File: src/design/matrix_pkg.sv
`default_nettype none

package matrix_pkg;

    // panel geometry
    localparam int NUM_ROWS = 8;
    localparam int NUM_COLS = 8;

    typedef logic [$clog2(NUM_ROWS)-1:0] row_idx_t;

    // one bit per row, low selects the row
    typedef logic [NUM_ROWS-1:0] row_sel_t;

    // one bit per column, high lights the dot
    typedef logic [NUM_COLS-1:0] col_t;

    localparam row_sel_t ROW_SEL_IDLE = '1;  // no row driven

endpackage

`default_nettype wire
File: src/design/glyph_pkg.sv
`default_nettype none

package glyph_pkg;

    typedef logic [3:0] level_t;

    localparam int NUM_GLYPHS = 12;

    // indexed [level][row], row 0 first
    // levels 12..15 have no entry and show blank
    localparam matrix_pkg::col_t GLYPH_TABLE [NUM_GLYPHS][matrix_pkg::NUM_ROWS] = '{
        '{8'b0000_0000, 8'b0000_0000, 8'b0001_1000, 8'b0011_1100,
          8'b0011_1100, 8'b0001_1000, 8'b0000_0000, 8'b0000_0000},  // 0
        '{8'b0000_0000, 8'b0000_0000, 8'b0011_1000, 8'b0111_1100,
          8'b0111_1100, 8'b0011_1000, 8'b0000_0000, 8'b0000_0000},  // 1
        '{8'b0000_0000, 8'b0000_0000, 8'b0011_1100, 8'b0111_1110,
          8'b0111_1110, 8'b0011_1100, 8'b0000_0000, 8'b0000_0000},  // 2
        '{8'b0000_0000, 8'b0011_1100, 8'b0111_1110, 8'b0111_1110,
          8'b0111_1110, 8'b0111_1110, 8'b0011_1100, 8'b0000_0000},  // 3
        '{8'b0011_1100, 8'b0111_1110, 8'b1111_1111, 8'b1111_1111,
          8'b1111_1111, 8'b1111_1111, 8'b0111_1110, 8'b0011_1100},  // 4
        '{8'b1111_1111, 8'b1111_1111, 8'b1111_1111, 8'b1111_1111,
          8'b1111_1111, 8'b1111_1111, 8'b1111_1111, 8'b1111_1111},  // 5 full
        // wave patterns
        '{8'b1100_0011, 8'b1110_0011, 8'b1111_0001, 8'b1110_0011,
          8'b1100_0111, 8'b1110_0111, 8'b1111_0111, 8'b1111_1011},  // 6
        '{8'b0000_0000, 8'b0000_0001, 8'b1000_0001, 8'b1100_0011,
          8'b1000_0011, 8'b1100_0111, 8'b1110_0111, 8'b1111_0011},  // 7
        '{8'b0000_0000, 8'b0011_1100, 8'b0100_0010, 8'b0100_0010,
          8'b0100_0010, 8'b0100_0010, 8'b0011_1100, 8'b0000_0000},  // 8 ring
        '{8'b0000_0000, 8'b0000_0000, 8'b0000_0000, 8'b0000_0000,
          8'b0000_0000, 8'b0000_0000, 8'b0000_0000, 8'b0000_0000},  // 9
        '{8'b0000_0000, 8'b0000_0000, 8'b0000_0000, 8'b0000_0000,
          8'b0000_0000, 8'b0000_0000, 8'b0000_0000, 8'b0000_0000},  // 10
        '{8'b0000_0000, 8'b0000_0000, 8'b0000_0000, 8'b0000_0000,
          8'b0000_0000, 8'b0000_0000, 8'b0000_0000, 8'b0000_0000}   // 11
    };

endpackage

`default_nettype wire

File: src/design/scan_if.sv
`timescale 1ns/1ps
`default_nettype none

interface scan_if;

    logic                  tick;         // row advance strobe
    logic                  frame_start;  // with tick, next row is 0
    matrix_pkg::row_idx_t  row_idx;
    matrix_pkg::row_sel_t  row_sel;      // active low decode of row_idx

    modport scanner (
        output tick,
        output frame_start,
        output row_idx,
        output row_sel
    );

    modport fetch (
        input tick,
        input frame_start,
        input row_idx,
        input row_sel
    );

endinterface

`default_nettype wire

File: src/design/matrix_display_top.sv
`timescale 1ns/1ps
`default_nettype none

module matrix_display_top #(
    parameter int SCAN_DIV = 4
) (
    input  logic        clk,
    input  logic        rst,
    input  logic        st,
    input  logic        temp,
    input  logic [3:0]  num,
    output logic [7:0]  row,
    output logic [7:0]  colg,
    output logic [7:0]  colr
);

    scan_if scan ();

    matrix_pkg::row_sel_t  row_sel_d;
    matrix_pkg::col_t      pattern;
    logic                  blank;

    row_scanner #(
        .SCAN_DIV (SCAN_DIV)
    ) i_row_scanner (
        .clk   (clk),
        .rst   (rst),
        .scan  (scan.scanner)
    );

    glyph_fetch i_glyph_fetch (
        .clk        (clk),
        .rst        (rst),
        .st         (st),
        .num        (num),
        .scan       (scan.fetch),
        .row_sel_d  (row_sel_d),
        .pattern    (pattern),
        .blank      (blank)
    );

    // output register, panel pins
    color_stage i_color_stage (
        .clk        (clk),
        .rst        (rst),
        .temp       (temp),
        .row_sel_d  (row_sel_d),
        .pattern    (pattern),
        .blank      (blank),
        .row        (row),
        .colg       (colg),
        .colr       (colr)
    );

endmodule

`default_nettype wire

File: src/design/color_stage.sv
`timescale 1ns/1ps
`default_nettype none

module color_stage (
    input  logic                  clk,
    input  logic                  rst,
    input  logic                  temp,
    input  matrix_pkg::row_sel_t  row_sel_d,
    input  matrix_pkg::col_t      pattern,
    input  logic                  blank,
    output matrix_pkg::row_sel_t  row,
    output matrix_pkg::col_t      colg,
    output matrix_pkg::col_t      colr
);

    matrix_pkg::col_t  lit;

    assign lit = blank ? '0 : pattern;

    // all three panel drives switch on the same edge
    always_ff @(posedge clk or posedge rst)
    begin
        if (rst)
        begin
            row  <= matrix_pkg::ROW_SEL_IDLE;
            colg <= '0;
            colr <= '0;
        end
        else
        begin
            row  <= row_sel_d;
            colg <= lit;
            colr <= temp ? lit : '0;  // red over green reads amber
        end
    end

endmodule

`default_nettype wire

File: src/design/glyph_fetch.sv
`timescale 1ns/1ps
`default_nettype none

module glyph_fetch (
    input  logic                  clk,
    input  logic                  rst,
    input  logic                  st,
    input  glyph_pkg::level_t     num,
    scan_if.fetch                 scan,
    output matrix_pkg::row_sel_t  row_sel_d,
    output matrix_pkg::col_t      pattern,
    output logic                  blank
);

    glyph_pkg::level_t  level;
    matrix_pkg::col_t   glyph_row;

    // level only changes at a frame boundary, so one frame shows one glyph
    always_ff @(posedge clk or posedge rst)
    begin
        if (rst)
            level <= '0;
        else if (!st)
            level <= '0;  // disabled shows level 0
        else if (scan.tick && scan.frame_start)
            level <= num;
    end

    // table lookup, no glyph past the last entry
    always_comb
    begin
        if (level < glyph_pkg::NUM_GLYPHS)
            glyph_row = glyph_pkg::GLYPH_TABLE[level][scan.row_idx];
        else
            glyph_row = '0;
    end

    always_ff @(posedge clk)
    begin
        pattern <= glyph_row;
    end

    // row select and blank ride the same stage as the pattern
    always_ff @(posedge clk or posedge rst)
    begin
        if (rst)
        begin
            row_sel_d <= matrix_pkg::ROW_SEL_IDLE;
            blank     <= 1'b1;
        end
        else
        begin
            row_sel_d <= scan.row_sel;
            blank     <= ~st;
        end
    end

endmodule

`default_nettype wire

File: src/design/row_scanner.sv
`timescale 1ns/1ps
`default_nettype none

module row_scanner #(
    parameter int SCAN_DIV = 4
) (
    input  logic     clk,
    input  logic     rst,
    scan_if.scanner  scan
);

    localparam int CNT_W = (SCAN_DIV > 1) ? $clog2(SCAN_DIV) : 1;

    logic [CNT_W-1:0]      presc;
    matrix_pkg::row_idx_t  row_next;

    // expiry of the prescaler is the row tick
    assign scan.tick = (presc == '0);
    assign scan.frame_start = scan.tick &&
        (scan.row_idx == matrix_pkg::row_idx_t'(matrix_pkg::NUM_ROWS - 1));

    assign row_next = scan.row_idx + 1'b1;  // wraps 7 -> 0

    always_ff @(posedge clk or posedge rst)
    begin
        if (rst)
            presc <= CNT_W'(SCAN_DIV - 1);
        else if (scan.tick)
            presc <= CNT_W'(SCAN_DIV - 1);  // reload
        else
            presc <= presc - 1'b1;
    end

    // row counter and registered decode move together
    always_ff @(posedge clk or posedge rst)
    begin
        if (rst)
        begin
            scan.row_idx <= '0;
            scan.row_sel <= matrix_pkg::ROW_SEL_IDLE;  // dark until first tick
        end
        else if (scan.tick)
        begin
            scan.row_idx <= row_next;
            scan.row_sel <= ~(matrix_pkg::row_sel_t'(1) << row_next);
        end
    end

endmodule

`default_nettype wire

File: config.mk
export PLATFORM = sky130hd
export DESIGN_NAME = matrix_display_top
export DESIGN_NICKNAME = d
export VERILOG_FILES = /design/src/design/matrix_pkg.sv /design/src/design/glyph_pkg.sv /design/src/design/scan_if.sv /design/src/design/matrix_display_top.sv /design/src/design/color_stage.sv /design/src/design/glyph_fetch.sv /design/src/design/row_scanner.sv
export SDC_FILE = /design/constraint.sdc
export NUM_CORES = 1
export LEC_CHECK = 0
export BUFFER_PORTS_ARGS = -buffer_cell sky130_fd_sc_hd__buf_2
export CORE_ASPECT_RATIO = 0.5
export CORE_MARGIN = 2
export CORE_UTILIZATION = 53
export DETAILED_ROUTE_END_ITERATION = 8
export PLACE_DENSITY = 0.74
export SYNTH_ARGS = -nofsm -noshare
export SYNTH_HDL_FRONTEND = slang
export SYNTH_SLANG_ARGS = --single-unit
File: constraint.sdc
create_clock -name clk -period 2 [get_ports clk]
set_input_delay 0.2 -clock clk [delete_from_list [all_inputs] [get_ports clk]]
set_output_delay 0.2 -clock clk [all_outputs]
set_load 0.03 [all_outputs]
# Word level (Yosys, flattened, before mapping)
# Memories as Yosys holds them, arrays and structs flattened.
# Cells that the tools add are included.
# W data, S select, Z words.
[classes]
n_mul = 0
order_cmp = 3
n_mux = 10
div = 0
n_bitwise = 4
reduce_logical = 3
shifts = 1
addsub = 2
eq_ne = 2
[ops]
columns = ["op", "n"]
rows = [
  ["$mux W64", 2],
  ["$mux W8", 4],
  ["$bmux W8 S3", 1],
  ["$mux W4", 2],
  ["$not A8 Y8", 1],
  ["$shl A1 B3 Y8 const A", 1],
  ["$ge A5 B5 Y1 const B", 1],
  ["$not A4 Y5", 1],
  ["$ge A4 B4 Y1 const B", 1],
  ["$lt A4 B4 Y1 const B", 1],
  ["$not A3 Y4", 1],
  ["$add A3 B1 Y3 const B", 1],
  ["$eq A3 B3 Y1 const B", 1],
  ["$logic_and A1 B1 Y1", 2],
  ["$logic_not A2 Y1", 1],
  ["$mux W2", 1],
  ["$ne A2 B1 Y1 const B", 1],
  ["$sub A2 B1 Y2 const B", 1],
  ["$not A1 Y1", 1],
]
[totals]
romBits = 1024
ff_bits = 58
mem_count = 1
word_cells = 36
latchBits = 0
ramBits = 0
input_bits = 8
[mem_list]
columns = ["memory", "depth", "word_bits", "rd", "rd_ports_with_merged_regs", "write_ports", "line", "source"]
rows = [
  ["(no name shown)", 16, 64, 1, 0, 0, "glyph_fetch.sv:33", "glyph_row = glyph_pkg::GLYPH_TABLE[level][scan.row_idx];"],
]

# Longest topological paths before layout
[logic_depth]
ltp_word = 7
depth_mapped = 6
ltp_nobuf = 6

# Modules after synthesis
# Synthesis repeated with hierarchy kept, for this count alone.
[hier_totals]
cells_unflattened = 234
hier_area_um2 = 2676.3
[modules_own_cells]
columns = ["mod", "area_each_um2", "cells_each", "seq_area_each_um2", "instances"]
rows = [
  ["glyph_fetch", 1280.0, 140, 496.7, 1],
  ["color_stage", 745.7, 42, 610.6, 1],
  ["row_scanner", 650.6, 52, 337.8, 1],
]

# Worst setup path after synthesis
# Ideal clock, no wire load.
[synth_timing]
path_kind = "flip-flop to flip-flop"
startpoint = "register i_glyph_fetch.level[1]"
endpoint = "register i_glyph_fetch.pattern[6]"
synth_period_minus_slack_ns = 1.610
required_ns = 1.878
setup_ns = 0.122
arrival_time_ns = 1.488
slack_ns = 0.390
path_buffers = 0
stages_incl_launch_ff = 7
cell_sequence = "dfrtp_1 -> inv_1 -> ha_1 -> nand2_1 -> o2111a_1 -> o31a_1 -> o32a_1"
[synth_between]
elab_chain_cells = 7
elab_cells_between_ends = 8
[synth_rtl]
columns = ["item", "line", "source"]
rows = [
  ["start, declared", "glyph_fetch.sv:15", "glyph_pkg::level_t level;"],
  ["start signal, assigned", "glyph_fetch.sv:26", "level <= num;"],
  ["$not A4 Y5 (not written as such)", "glyph_fetch.sv:33", ""],
  ["$mem_v2 Z16 W64", "n/a", ""],
  ["$mux W64 (not written as such) (2 in a row)", "glyph_fetch.sv:33", ""],
  ["$bmux W8 S3", "glyph_fetch.sv:33", ""],
  ["$mux W8 (not written as such) (2 in a row)", "glyph_fetch.sv:33", ""],
  ["end signal, assigned", "glyph_fetch.sv:40", "pattern <= glyph_row;"],
  ["end, declared", "glyph_fetch.sv:11", "output matrix_pkg::col_t pattern,"],
]
# Parallel ways exist; a longest one is shown, timed or not. The select of a mux whose other input is x is not followed.
# A chain may end at the register's enable or synchronous reset.

# Final worst setup path
# Ends and elaborated chain as after synthesis.

==> impl_metrics.tcl <==
set metrics [dict create \
    final_nets 290 \
    antenna_found_initial 0 \
    path_cells "inv_1 > ha_1 > nand2_1 > o2111a_1 > o31a_1 > o32a_1" \
    synth_xor_area_share_pct 0.349 \
    max_cap_violations 0 \
    vias 1836 \
    crit_fanout 7 \
    place.gp.congestion 1.06 \
    status "complete, no violations" \
    post_cts_resized 0 \
    synth_flop_cell "dfstp_2" \
    whs_endpoint "i_glyph_fetch.blank" \
    start_util_pct 56.2 \
    synth_top_family_by_area "compound AO/OA/AOI/OAI gates" \
    hold_depth 2 \
    r2r_end "i_glyph_fetch.pattern[6]" \
    detail-route-antenna-nets 0 \
    mostFrequentLayoutCell "buf_2" \
    viasPerCell 5.56 \
    place_ws_ns 0.205 \
    regToRegSetupSlack_ns 0.17 \
    syn_area_per_cell_um2 11.2 \
    port_buffers 31 \
    io-pin-count 32 \
    rsz0062_at_grt "no" \
    finalHoldViolCount 0 \
    maxSlewHeadroom_pct 62.2 \
    area_delta_synth_final_pct 17.8 \
    clock_skew_ns 0.00948 \
    finish.utilization_pct 66.2 \
    crit_required_ns 2.22 \
    ys_seq_area_share_pct 57.5 \
    setup_viol 0 \
    post-route-min-period_ns 1.83 \
    worst_slack_ns 0.169 \
    die_w_um 101 \
    hp-class "in2reg" \
    async_flop_share_pct 86.2 \
    power.density_mw_per_mm2 742 \
    clock_path_buffers 2 \
    start_kind "register" \
    grt_overflow_total 0 \
    place_hpwl_um 3730 \
    core-area_mm2 0.00447 \
    layout_common_cells "buf_2 (31), dfstp_2 (27), dfrtp_1 (23)" \
    synth_compound_area_share_pct 15.6 \
    fmax_mhz 546 \
    cts_num_sinks 58 \
    grtUsageTotal_pct 21.3 \
    grt_pass1_wl_um 8220 \
    dieArea_mm2 0.00534 \
    drc 0 \
    first_pass_iters 5 \
    cpPeakStageDelay_ns 0.46 \
    rows 17 \
    yosys.area_share.simple_pct 14.9 \
    syn_area_mm2 0.00251 \
    peakVddDrop_mv 0.289 \
    synth-adder-area-share_pct 6.98 \
    path_clk_slew_ns 0.07 \
    p_leak_nw 1.32 \
    clockRootBuffer "clkbuf_8" \
    min_from "st" \
    tightest_slew_ns 0.567 \
    netlist-cell-type-count 46 \
    synthCells 225 \
    reg2reg_depth 6 \
    r2r_start "i_glyph_fetch.level[1]" \
    h-tree-depth 3 \
    drive_gt1_share_pct 34.4 \
    grt_pass1_vias 1715 \
    wl_um 5170 \
    clk_latency_ns 0.33 \
    die_h_um 52.7 \
    slowest_stage "dfrtp_1" \
    syn-num-nets 247 \
    ys_ff_latch 58 \
    synth-edff-count 0 \
    period_share_pct 91.6 \
    synthMuxAreaShare_pct 0.448 \
    crit_path_end_kind "register" \
    total_power_w 0.00220 \
    path_class "reg2reg" \
    grt_max_degree 27 \
    n_antenna_cell 0 \
    drv_slew 0 \
    worstPathArrival_ns 2.05 \
    cts_made_buffers 9 \
    first_iter_violations 168 \
    fin_setup_tns_ns 0 \
    yosysWarnings 0 \
    wire_per_inst_um 15.7 \
    cts_tree "built" \
]
==> power breakdown <==
part | switching (W) | total (W) | internal [W]
clock network | 0.000463 | 0.000944 | 0.000481
registers | 0.00000440 | 0.00119 | 0.00118
logic | 0.0000471 | 0.0000648 | 0.0000177
==> synth_stat cells, types with 2 or more instances <==
| cell | n | area, um^2 |
|---|---|---|
| clkbuf_1 | 6 | 22.5 |
| a221oi_1 | 4 | 35.0 |
| or3_1 | 2 | 12.5 |
| or2_2 | 2 | 12.5 |
| nand2_1 | 19 | 71.3 |
| inv_1 | 10 | 37.5 |
| dfrtp_1 | 23 | 576 |
| o211ai_1 | 2 | 15.0 |
| o31a_1 | 3 | 26.3 |
| and2b_1 | 2 | 15.0 |
| a31oi_1 | 6 | 37.5 |
| nand2b_1 | 7 | 43.8 |
| o22a_1 | 4 | 35.0 |
| a211oi_1 | 2 | 15.0 |
| nor2_1 | 8 | 30.0 |
| o21ai_0 | 5 | 25.0 |
| dfxtp_1 | 8 | 160 |
| and2_1 | 9 | 56.3 |
| dfstp_2 | 27 | 709 |
| o2111ai_1 | 2 | 17.5 |
| buf_2 | 5 | 25.0 |
| ha_1 | 14 | 175 |
| nand3_1 | 6 | 30.0 |
| a21oi_1 | 18 | 90.1 |
| nor2b_1 | 10 | 62.6 |
==> worst max-delay path, delay by kind of cell, from the launching register on <==
family                     cells  cell delay, ns
AOI/OAI and AO/OA              3            0.70
adders and majority gates      1            0.29
buffers and inverters          1            0.16
DFF                            1            0.46
and+or+nand+nor                1            0.10
==> stage by stage <==
step | area, um^2 | cells | hold WS, ns
after floorplan | 2510 | 225 | 0.268
after global placement | 2770 | 313 | 0.266
after detailed placement | 2770 | 313 | 0.271
after CTS | 2960 | 330 | 0.0126
after global routing | 2960 | 330 | 0.0111
final | 2960 | 330 | 0.0289
==> final cells by class <==
cell class	count	area, um^2
clock inverter	6	42.5
inverter	12	45.0
clock buffer	10	138
tap	57	71.3
timing repair buffer	44	255
sequential	58	1450
fill	357	1510
multi-input combinational	143	962
==> cells by family after synthesis <==
logic type	Yosys count
AOI/OAI and AO/OA	56
adders and majority gates	14
DFF	58
muxes	1
xor gates and xnor gates	1
and+or+nand+nor	71
buffers and inverters	24
==> sequential cells by signal, summed over array words and instances, names as in the netlist, 3 cells and up <==
| signal | count |
|---|---|
| i_color_stage.row | 8 |
| i_color_stage.colg | 8 |
| i_glyph_fetch.pattern | 8 |
| i_color_stage.colr | 8 |
| i_row_scanner.scan.row_sel | 8 |
| i_row_scanner.scan.row_idx | 3 |
| i_glyph_fetch.row_sel_d | 8 |
| i_glyph_fetch.level | 4 |
==> worst max-delay path by stage <==
stage / from / to / slack, ns / cells past startpoint
4_1_cts: i_glyph_fetch.level[1] / i_glyph_fetch.pattern[6] / 0.19 / 6
3_5_place_dp: i_glyph_fetch.level[1] / i_glyph_fetch.pattern[6] / 0.20 / 6
3_3_place_gp: i_glyph_fetch.level[1] / i_glyph_fetch.pattern[6] / 0.24 / 6
5_1_grt: i_glyph_fetch.level[1] / i_glyph_fetch.pattern[6] / 0.1 / 6
6_report: i_glyph_fetch.level[1] / i_glyph_fetch.pattern[6] / 0.17 / 6
2_1_floorplan: i_glyph_fetch.level[1] / i_glyph_fetch.pattern[6] / 0.39 / 6
==> timing repair <==
item / CTS / global route
buffers inserted: 0 / 0
hold endpoints to repair: 15 / 0
hold buffers: 1 / 0
==> per-layer routing <==
metal	global-route usage (%)	part of all wire, %
met1	27.9	47
met2	33.2	45
met3	6.80	7.1
met4	8.33	0.85
met5	0	0
(Power assumes the default switching activity.)
